--- src/common/openmips_cfg.svh ---
`ifndef OPENMIPS_CFG_SVH
`define OPENMIPS_CFG_SVH

////////////////////
// datapath sizing

`define OPENMIPS_DW       32
`define OPENMIPS_REG_NUM  32
`define OPENMIPS_RAW      5

////////////////////
// fetch

`define OPENMIPS_RESET_PC 32'h0000_0000

`endif

--- src/common/openmips_pkg.sv ---
`include "openmips_cfg.svh"

package openmips_pkg;

  ////////////////////
  // execute control

  typedef enum logic [2:0] {
    ALUSEL_NOP   = 3'b000,
    ALUSEL_LOGIC = 3'b001,
    ALUSEL_SHIFT = 3'b010
  } alusel_e;

  typedef enum logic [7:0] {
    ALUOP_NOP = 8'b0000_0000,
    ALUOP_OR  = 8'b0010_0101,
    ALUOP_AND = 8'b0010_0100,
    ALUOP_XOR = 8'b0010_0110,
    ALUOP_NOR = 8'b0010_0111,
    ALUOP_LUI = 8'b0101_1100,
    ALUOP_SLL = 8'b0111_1100,
    ALUOP_SRL = 8'b0000_0010,
    ALUOP_SRA = 8'b0000_0011
  } aluop_e;

  ////////////////////
  // instruction fields

  typedef enum logic [5:0] {
    OP_SPECIAL = 6'b000000,
    OP_ANDI    = 6'b001100,
    OP_ORI     = 6'b001101,
    OP_XORI    = 6'b001110,
    OP_LUI     = 6'b001111
  } opcode_e;

  typedef enum logic [5:0] {
    FN_SLL  = 6'b000000,
    FN_SRL  = 6'b000010,
    FN_SRA  = 6'b000011,
    FN_SLLV = 6'b000100,
    FN_SRLV = 6'b000110,
    FN_SRAV = 6'b000111,
    FN_AND  = 6'b100100,
    FN_OR   = 6'b100101,
    FN_XOR  = 6'b100110,
    FN_NOR  = 6'b100111
  } funct_e;

  ////////////////////
  // stage bundles

  typedef struct packed {
    alusel_e                  alusel;
    aluop_e                   aluop;
    logic [`OPENMIPS_DW-1:0]  reg1_data;  // shift amount for shifts
    logic [`OPENMIPS_DW-1:0]  reg2_data;
    logic                     wreg;
    logic [`OPENMIPS_RAW-1:0] waddr;
  } id_ex_t;

  typedef struct packed {
    logic                     we;
    logic [`OPENMIPS_RAW-1:0] waddr;
    logic [`OPENMIPS_DW-1:0]  wdata;
  } wb_t;

endpackage

--- src/hw/pc_reg.sv ---
`include "openmips_cfg.svh"

module pc_reg (
  input  logic                    clk,
  input  logic                    rst_n_i,
  output logic [`OPENMIPS_DW-1:0] pc_o,
  output logic                    ce_o
);

  localparam logic [`OPENMIPS_DW-1:0] PC_STEP = 4;

  always_ff @(posedge clk or negedge rst_n_i) begin
    if (!rst_n_i) begin
      ce_o <= 1'b0;
    end else begin
      ce_o <= 1'b1;  // fetch starts one cycle after reset
    end
  end

  always_ff @(posedge clk or negedge rst_n_i) begin
    if (!rst_n_i) begin
      pc_o <= `OPENMIPS_RESET_PC;
    end else if (!ce_o) begin
      pc_o <= `OPENMIPS_RESET_PC;
    end else begin
      pc_o <= pc_o + PC_STEP;
    end
  end

endmodule

--- src/hw/id.sv ---
`include "openmips_cfg.svh"

module id (
  input  logic                     clk,
  input  logic                     rst_n_i,
  input  logic                     ce_i,
  input  logic [`OPENMIPS_DW-1:0]  inst_i,
  input  logic [`OPENMIPS_DW-1:0]  reg1_data_i,
  input  logic [`OPENMIPS_DW-1:0]  reg2_data_i,
  output logic                     reg1_re_o,
  output logic [`OPENMIPS_RAW-1:0] reg1_addr_o,
  output logic                     reg2_re_o,
  output logic [`OPENMIPS_RAW-1:0] reg2_addr_o,
  output openmips_pkg::id_ex_t     id_ex_o
);
  import openmips_pkg::*;

  localparam int DW = `OPENMIPS_DW;

  opcode_e                  op;
  funct_e                   fn;
  logic [`OPENMIPS_RAW-1:0] rs;
  logic [`OPENMIPS_RAW-1:0] rt;
  logic [`OPENMIPS_RAW-1:0] rd;
  logic [4:0]               sa;
  logic [15:0]              imm;
  logic [DW-1:0]            imm1;
  logic [DW-1:0]            imm2;
  logic                     var_shift;
  aluop_e                   aluop_d;
  id_ex_t                   id_ex_d;

  assign op  = opcode_e'(inst_i[31:26]);
  assign rs  = inst_i[25:21];
  assign rt  = inst_i[20:16];
  assign rd  = inst_i[15:11];
  assign sa  = inst_i[10:6];
  assign fn  = funct_e'(inst_i[5:0]);
  assign imm = inst_i[15:0];

  assign reg1_addr_o = rs;
  assign reg2_addr_o = rt;

  ////////////////////
  // operation

  always_comb begin
    case (op)
      OP_SPECIAL: begin
        case (fn)
          FN_OR:           aluop_d = ALUOP_OR;
          FN_AND:          aluop_d = ALUOP_AND;
          FN_XOR:          aluop_d = ALUOP_XOR;
          FN_NOR:          aluop_d = ALUOP_NOR;
          FN_SLL, FN_SLLV: aluop_d = ALUOP_SLL;
          FN_SRL, FN_SRLV: aluop_d = ALUOP_SRL;
          FN_SRA, FN_SRAV: aluop_d = ALUOP_SRA;
          default:         aluop_d = ALUOP_NOP;
        endcase
      end
      OP_ORI:  aluop_d = ALUOP_OR;
      OP_ANDI: aluop_d = ALUOP_AND;
      OP_XORI: aluop_d = ALUOP_XOR;
      OP_LUI:  aluop_d = ALUOP_LUI;
      default: aluop_d = ALUOP_NOP;
    endcase
  end

  ////////////////////
  // operands and destination

  always_comb begin
    reg1_re_o      = 1'b0;
    reg2_re_o      = 1'b0;
    imm1           = '0;
    imm2           = '0;
    var_shift      = 1'b0;
    id_ex_d.alusel = ALUSEL_NOP;
    id_ex_d.aluop  = ALUOP_NOP;
    id_ex_d.wreg   = 1'b0;
    id_ex_d.waddr  = rd;
    if (ce_i) begin
      case (op)
        OP_SPECIAL: begin
          case (fn)
            FN_OR, FN_AND, FN_XOR, FN_NOR: begin
              id_ex_d.alusel = ALUSEL_LOGIC;
              reg1_re_o      = 1'b1;
              reg2_re_o      = 1'b1;
            end
            FN_SLL, FN_SRL, FN_SRA: begin
              id_ex_d.alusel = ALUSEL_SHIFT;
              reg2_re_o      = 1'b1;
              imm1           = {{(DW-5){1'b0}}, sa};
            end
            FN_SLLV, FN_SRLV, FN_SRAV: begin
              id_ex_d.alusel = ALUSEL_SHIFT;
              reg1_re_o      = 1'b1;
              reg2_re_o      = 1'b1;
              var_shift      = 1'b1;
            end
            default: ;
          endcase
        end
        OP_ORI, OP_ANDI, OP_XORI: begin
          id_ex_d.alusel = ALUSEL_LOGIC;
          id_ex_d.waddr  = rt;
          reg1_re_o      = 1'b1;
          imm2           = {{(DW-16){1'b0}}, imm};  // zero extended
        end
        OP_LUI: begin
          id_ex_d.alusel = ALUSEL_LOGIC;
          id_ex_d.waddr  = rt;
          imm2           = {imm, {(DW-16){1'b0}}};
        end
        default: ;
      endcase
    end
    if (id_ex_d.alusel != ALUSEL_NOP) begin
      id_ex_d.aluop = aluop_d;
      id_ex_d.wreg  = (id_ex_d.waddr != '0);  // register 0 is never written
    end
    if (!reg1_re_o) begin
      id_ex_d.reg1_data = imm1;
    end else if (var_shift) begin
      id_ex_d.reg1_data = {{(DW-5){1'b0}}, reg1_data_i[4:0]};
    end else begin
      id_ex_d.reg1_data = reg1_data_i;
    end
    id_ex_d.reg2_data = reg2_re_o ? reg2_data_i : imm2;
  end

  always_ff @(posedge clk or negedge rst_n_i) begin
    if (!rst_n_i) begin
      id_ex_o.alusel <= ALUSEL_NOP;
      id_ex_o.aluop  <= ALUOP_NOP;
      id_ex_o.wreg   <= 1'b0;
    end else begin
      id_ex_o <= id_ex_d;
    end
  end

endmodule

--- src/hw/regfile.sv ---
`include "openmips_cfg.svh"

module regfile (
  input  logic                     clk,
  input  logic                     rst_n_i,
  input  logic                     reg1_re_i,
  input  logic [`OPENMIPS_RAW-1:0] reg1_addr_i,
  input  logic                     reg2_re_i,
  input  logic [`OPENMIPS_RAW-1:0] reg2_addr_i,
  output logic [`OPENMIPS_DW-1:0]  reg1_data_o,
  output logic [`OPENMIPS_DW-1:0]  reg2_data_o,
  input  openmips_pkg::wb_t        wb_i
);

  logic [`OPENMIPS_DW-1:0] regs [`OPENMIPS_REG_NUM];

  always_ff @(posedge clk or negedge rst_n_i) begin
    if (!rst_n_i) begin
      for (int i = 0; i < `OPENMIPS_REG_NUM; i++) begin
        regs[i] <= '0;
      end
    end else if (wb_i.we && (wb_i.waddr != '0)) begin
      regs[wb_i.waddr] <= wb_i.wdata;
    end
  end

  ////////////////////
  // read ports

  function automatic logic [`OPENMIPS_DW-1:0] read_port(
    input logic                     re,
    input logic [`OPENMIPS_RAW-1:0] addr
  );
    if (!re || (addr == '0)) begin
      return '0;
    end
    if (wb_i.we && (wb_i.waddr == addr)) begin
      return wb_i.wdata;  // same-cycle write is visible to decode
    end
    return regs[addr];
  endfunction

  always_comb begin
    reg1_data_o = read_port(reg1_re_i, reg1_addr_i);
    reg2_data_o = read_port(reg2_re_i, reg2_addr_i);
  end

endmodule

--- src/hw/ex/alu_logic.sv ---
`include "openmips_cfg.svh"

module alu_logic (
  input  openmips_pkg::aluop_e    aluop_i,
  input  logic [`OPENMIPS_DW-1:0] a_i,
  input  logic [`OPENMIPS_DW-1:0] b_i,
  output logic [`OPENMIPS_DW-1:0] result_o
);
  import openmips_pkg::*;

  always_comb begin
    case (aluop_i)
      ALUOP_OR: begin
        result_o = a_i | b_i;
      end
      ALUOP_AND: begin
        result_o = a_i & b_i;
      end
      ALUOP_XOR: begin
        result_o = a_i ^ b_i;
      end
      ALUOP_NOR: begin
        result_o = ~(a_i | b_i);
      end
      ALUOP_LUI: begin
        result_o = b_i;  // decode already moved the immediate up
      end
      default: begin
        result_o = '0;
      end
    endcase
  end

endmodule

--- src/hw/ex/alu_shift.sv ---
`include "openmips_cfg.svh"

module alu_shift (
  input  openmips_pkg::aluop_e             aluop_i,
  input  logic [$clog2(`OPENMIPS_DW)-1:0] shamt_i,
  input  logic [`OPENMIPS_DW-1:0]         data_i,
  output logic [`OPENMIPS_DW-1:0]         result_o
);
  import openmips_pkg::*;

  logic signed [`OPENMIPS_DW-1:0] data_s;

  assign data_s = $signed(data_i);

  always_comb begin
    case (aluop_i)
      ALUOP_SLL: begin
        result_o = data_i << shamt_i;
      end
      ALUOP_SRL: begin
        result_o = data_i >> shamt_i;
      end
      ALUOP_SRA: begin
        result_o = data_s >>> shamt_i;  // fills from bit 31
      end
      default: begin
        result_o = '0;
      end
    endcase
  end

endmodule

--- src/hw/ex/ex.sv ---
`include "openmips_cfg.svh"

module ex (
  input  logic                 clk,
  input  logic                 rst_n_i,
  input  openmips_pkg::id_ex_t id_ex_i,
  output openmips_pkg::wb_t    wb_o
);
  import openmips_pkg::*;

  localparam int SW = $clog2(`OPENMIPS_DW);

  logic [`OPENMIPS_DW-1:0] logic_res;
  logic [`OPENMIPS_DW-1:0] shift_res;
  wb_t                     wb_d;

  alu_logic alu_logic0 (
    .aluop_i  (id_ex_i.aluop     ),
    .a_i      (id_ex_i.reg1_data ),
    .b_i      (id_ex_i.reg2_data ),
    .result_o (logic_res         )
  );

  alu_shift alu_shift0 (
    .aluop_i  (id_ex_i.aluop             ),
    .shamt_i  (id_ex_i.reg1_data[SW-1:0] ),
    .data_i   (id_ex_i.reg2_data         ),
    .result_o (shift_res                 )
  );

  ////////////////////
  // result select

  always_comb begin
    wb_d.waddr = id_ex_i.waddr;
    case (id_ex_i.alusel)
      ALUSEL_LOGIC: wb_d.wdata = logic_res;
      ALUSEL_SHIFT: wb_d.wdata = shift_res;
      default:      wb_d.wdata = '0;
    endcase
    wb_d.we = id_ex_i.wreg && (id_ex_i.alusel != ALUSEL_NOP);
  end

  always_ff @(posedge clk or negedge rst_n_i) begin
    if (!rst_n_i) begin
      wb_o.we <= 1'b0;
    end else begin
      wb_o <= wb_d;
    end
  end

endmodule

--- src/hw/mem.sv ---
module mem (
  input  logic              clk,
  input  logic              rst_n_i,
  input  openmips_pkg::wb_t wb_i,
  output openmips_pkg::wb_t wb_o
);

  // no load/store yet so the bundle only moves one stage on
  always_ff @(posedge clk or negedge rst_n_i) begin
    if (!rst_n_i) begin
      wb_o.we <= 1'b0;
    end else begin
      wb_o <= wb_i;
    end
  end

endmodule

--- src/hw/openmips.sv ---
`include "openmips_cfg.svh"

module openmips (
  input  logic                    clk,
  input  logic                    rst_n_i,
  input  logic [`OPENMIPS_DW-1:0] inst_i,
  output logic                    ce_o,
  output logic [`OPENMIPS_DW-1:0] addr_o,
  output openmips_pkg::wb_t       wb_o
);
  import openmips_pkg::*;

  logic [`OPENMIPS_DW-1:0]  pc;
  logic                     reg1_re;
  logic [`OPENMIPS_RAW-1:0] reg1_addr;
  logic [`OPENMIPS_DW-1:0]  reg1_data;
  logic                     reg2_re;
  logic [`OPENMIPS_RAW-1:0] reg2_addr;
  logic [`OPENMIPS_DW-1:0]  reg2_data;
  id_ex_t                   id_ex;
  wb_t                      ex_wb;

  assign addr_o = pc;

  ////////////////////
  // fetch and decode

  pc_reg pc_reg0 (
    .clk     (clk     ),
    .rst_n_i (rst_n_i ),
    .pc_o    (pc      ),
    .ce_o    (ce_o    )
  );

  id id0 (
    .clk         (clk       ),
    .rst_n_i     (rst_n_i   ),
    .ce_i        (ce_o      ),
    .inst_i      (inst_i    ),
    .reg1_data_i (reg1_data ),
    .reg2_data_i (reg2_data ),
    .reg1_re_o   (reg1_re   ),
    .reg1_addr_o (reg1_addr ),
    .reg2_re_o   (reg2_re   ),
    .reg2_addr_o (reg2_addr ),
    .id_ex_o     (id_ex     )
  );

  regfile regfile0 (
    .clk         (clk       ),
    .rst_n_i     (rst_n_i   ),
    .reg1_re_i   (reg1_re   ),
    .reg1_addr_i (reg1_addr ),
    .reg2_re_i   (reg2_re   ),
    .reg2_addr_i (reg2_addr ),
    .reg1_data_o (reg1_data ),
    .reg2_data_o (reg2_data ),
    .wb_i        (wb_o      )  // write port is the top output
  );

  ////////////////////
  // execute and memory

  ex ex0 (
    .clk     (clk     ),
    .rst_n_i (rst_n_i ),
    .id_ex_i (id_ex   ),
    .wb_o    (ex_wb   )
  );

  mem mem0 (
    .clk     (clk     ),
    .rst_n_i (rst_n_i ),
    .wb_i    (ex_wb   ),
    .wb_o    (wb_o    )
  );

endmodule

--- config.mk ---
export PLATFORM = sky130hd
export DESIGN_NAME = openmips
export DESIGN_NICKNAME = d
export VERILOG_FILES = /design/src/common/openmips_pkg.sv /design/src/hw/pc_reg.sv /design/src/hw/id.sv /design/src/hw/regfile.sv /design/src/hw/ex/alu_logic.sv /design/src/hw/ex/alu_shift.sv /design/src/hw/ex/ex.sv /design/src/hw/mem.sv /design/src/hw/openmips.sv
export VERILOG_INCLUDE_DIRS = /design/src /design/src/common
export SDC_FILE = /design/constraint.sdc
export NUM_CORES = 2
export LEC_CHECK = 0
export BUFFER_PORTS_ARGS = -buffer_cell sky130_fd_sc_hd__buf_4
export CORE_MARGIN = 3
export CORE_UTILIZATION = 35
export DETAILED_ROUTE_END_ITERATION = 7
export GPL_ROUTABILITY_DRIVEN = 0
export MAX_ROUTING_LAYER = met4
export PLACE_DENSITY = 0.47
export SYNTH_ARGS = -nofsm -noshare
export SYNTH_HDL_FRONTEND = slang
export SYNTH_SLANG_ARGS = --single-unit
--- constraint.sdc ---
create_clock -name clk -period 2.75 [get_ports clk]
set_input_delay 0.55 -clock clk [delete_from_list [all_inputs] [get_ports clk]]
set_output_delay 0.55 -clock clk [all_outputs]
set_load 0.005 [all_outputs]
==> impl_results.md <==
- Worst setup endpoint: ex0.wb_o[31]
- CP max stage cell: mux4_2
- Leak: 0.03617 uW
- Mapped Cells: 4803
- Max Cap Viol: 0
- ANT nets after route: 0
- Core Region: 0.1908 mm^2
- Post-synthesis sequential area ratio: between 40 and 50%
- Combinational Power Share: 7.7%
- Vias in the first global route: 47.54k
- PortBufs: 102
- Clk_lat worst skew: ~0.82 ns
- Slew Viols, Final: 0
- Root Buffer: clkbuf_16
- DR WL/cell: approximately 33 um
- Predominant post-synthesis flop cell: dfrtp_1
- Crit path launch: id0.id_ex_o[38]
- Die Ht: 444.9 um
- Layout area overhead: 19.65%
- Worst r2r src: id0.id_ex_o[38]
- Fillers: 17.39k
- Final #Nets: 5251
- Overall routed net length: 258700 um
- Tcrit/Tclk final: ~100%
- CP dominant cell by count: buf_4
- Mean Syn Cell Area: 14.04 um^2
- R2R Path End: ex0.wb_o[31]
- Pint: 30990 uW
- CP required: 3.25 ns
- Final WS setup: 0.01111 ns
- Num CTS Buffers: 146
- Antenna violations before repair: 11
- Non-filler instance count after layout: 7779
- Number of flops mapped to enable cells by yosys: 143
- Share of post-route cells with drive strength above 1: 48.47%
- Vias: 46.86k
- CTS Buffer Depth: 3
- Fin Clk Skew: 0.03471 ns
- GRT Overall Usage: 26.79%
- DIE WIDTH: 444.9 um
- Pwr Density: 512.4 mW/mm^2
- TritonCTS clock tree: done
- Max_slew headroom: roughly a third
- Io pins: 105
- R2R depth: 10
- Switching power: 10350 uW
- Flop2flop setup slack: 0.01 ns
- Area occupied by multi-input gates: 0.03453 mm^2
- # rows: 160
- Max FO, Critical Path: 15
- Max Fclk: 365.1 MHz
- CTS clk-pin slew, worst paths: approximately 0.060 ns
- Hold crit path type: input pin to register
- CTS H-Tree Depth: 4
- Hold Vio Cnt, Final: 0
- Dpl ws: -0.4709 ns
- Status: finished clean
- Drt drc: 0
- Critical path class: register to register
- Via density: roughly 6
- Setup TNS: 0 ns
- Initial Utilization: 35.34%
- Maximum vdd drop: 0.7128 mV
- DP HPWL: 170300 um
- Seq cells post-synth: 1208
- Final setup vio count: 0
- CTS sink cnt: about 1.2k
- Mapped cell area: between 0.06 and 0.07 mm^2
- RSZ-0062 raised after global routing: true
- Grt ovf: 0
- CP peak stage delay: 0.54 ns
- Netlist cell types: a little over 80
- Worst-margin pin slew: 0.9865 ns
- Crit path cell chain: buf_12, buf_4, buf_4, mux4_2, nor2_2, a21o_1, nor3_1, o41ai_2, buf_4, o211ai_1
- Sequential cell area: 0.03095 mm^2
- Fin crit period: roughly 2.7 ns
- Crit path DAT: 3.24 ns
- Global-route wire length before repair: 369900 um
- Worst Setup End Kind: register
- Largest net degree at the start of global routing: 98
- Hold slack: roughly 0.18 ns
- Die area: 0.1979 mm^2
- Seq pwr share: 44.5%
- DRT iter0 DRCs: 4645
- Switching share of power: 25.04%
- Drt first pass iters: 8
- Ys Warns: 0
- Clock power share: 47.8%
- Asr flop ratio synth: about nine tenths
- Placed Cells: 7487
- Critical path startpoint category: register
==> critical path: cells and delay by family, from the launching register on <==
| family | cells | cell delay, ns |
|---|---|---|
| mux | 1 | 0.54 |
| buf+inv | 4 | 0.69 |
| simple gates | 2 | 0.19 |
| compound gates | 3 | 0.62 |
| flops | 1 | 0.40 |
==> stage by stage <==
| step | cell area [um^2] | power [uW] | utilization (%) |
|---|---|---|---|
| final | 80670 | 41340 | 42.29 |
| after floorplan | 67440 | 20070 | - |
| after CTS | 80470 | 41810 | 42.18 |
| after detailed placement | 75370 | 21880 | 39.50 |
| after global placement | 75340 | 21880 | 39.49 |
| after global routing | 80670 | 42700 | 42.28 |
==> worst min-delay path by stage <==
stage	depth (start not counted)	endpoint	slack, ns	from
floorplan	0	ex0.wb_o[37]	0.25	rst_n_i
global placement	0	mem0.wb_o[37]	0.34	ex0.wb_o[37]
detailed placement	0	mem0.wb_o[37]	0.34	ex0.wb_o[37]
CTS	3	id0.id_ex_o[36]	0.10	inst_i[14]
global route	2	id0.id_ex_o[3]	0.14	inst_i[14]
finish	3	id0.id_ex_o[36]	0.18	inst_i[14]
==> layer usage <==
metal	track usage, %	wire length, um	share of wire (%)
met1	36.28	112100	43
met2	41.14	120400	47
met3	3.972	15780	6.1
met4	9.553	10370	4.0
met5	-	0	0
==> registers in the layout (all words and copies together) (netlist names) <==
signal	flops
mem0.wb_o	38
ex0.wb_o	38
id0.id_ex_o	77
regfile0.regs	1024
pc_reg0.ce_o	1
pc_reg0.pc_o	30
==> cell families after synthesis <==
group | share of synthesized area [%]
adder cells (fa/ha/maj) | 1.280
XOR/XNOR | 0.8833
other | 0.01114
multiplexers | 38.65
flip-flops | 45.90
AND/OR/NAND/NOR | 3.201
AO/OA/AOI/OAI | 6.473
buffers and inverters | 3.600
==> power groups by stage <==
stage | logic (uW) | clock network [uW] | registers [uW]
after global placement | 3140 | 0 | 18700
final | 3170 | 19800 | 18400
after detailed placement | 3140 | 0 | 18700
after global routing | 3380 | 20900 | 18400
after floorplan | 1480 | 0 | 18600
after CTS | 3190 | 20200 | 18400
==> cell type report <==
| cell class | count | share of cell area (%) |
|---|---|---|
| timing repair buffer | 701 | 8.592 |
| clock buffer | 222 | 5.408 |
| antenna | 3 | 0.009305 |
| clock inverter | 43 | 0.5956 |
| inverter | 72 | 0.3381 |
| multi-input combinational | 3019 | 42.80 |
| sequential | 1208 | 38.36 |
| tap | 2511 | 3.894 |
==> what timing repair did <==
item / CTS / global route
gates cloned: 0 / 1
hold buffers: 1 / 0
setup buffers: 16 / 8
pin swaps: 7 / 10
endpoints found under the hold margin: 8 / 0
gates resized for setup: 27 / 29
setup endpoints to repair: 30 / 23
==> cells in the mapped netlist (23+ instances only) <==
cell / instances / area (um^2)
a221oi_1: 114 / 998.5
edfxtp_1: 143 / 4294
a222oi_1: 31 / 310.3
a21oi_1: 40 / 200.2
dfrtp_1: 1065 / 26650
nor2_1: 123 / 461.7
a22oi_1: 91 / 683.2
buf_2: 100 / 500.5
inv_1: 69 / 259.0
buf_1: 74 / 277.8
nand2_1: 182 / 683.2
clkbuf_1: 306 / 1149
mux2i_1: 293 / 2933
o21bai_1: 28 / 210.2
a221o_1: 28 / 280.3
ha_1: 69 / 863.3
mux4_2: 511 / 11510
and2_1: 33 / 206.5
nor3_1: 23 / 115.1
o22ai_1: 27 / 168.9
o21ai_0: 100 / 500.5
mux2_2: 1002 / 11280
nand3_1: 25 / 125.1
xnor2_1: 54 / 473.0
mux2_1: 30 / 337.8
==> placed cells by master (no fill, tap or decap), drive strengths merged, types with 10 or more instances in the layout <==
cell type,Yosys,layout
xor2,14,14
a221o,28,28
edfxtp,143,143
mux2,1032,1032
clkinv,2,28
a211oi,11,11
a21oi,59,59
o21bai,28,28
mux4,511,511
nand3,25,25
o22ai,27,27
a22o,13,13
nor2,125,125
inv,70,80
a222oi,31,31
nand2,182,182
a221oi,114,114
clkbuf,307,224
mux2i,293,293
o21ai,103,103
nor3,24,24
buf,198,698
nor2b,10,10
dfrtp,1065,1065
a22oi,91,91
and2,34,34
xnor2,54,54
nor4,11,11
ha,69,69
Power figures use the tool's default switching activity.
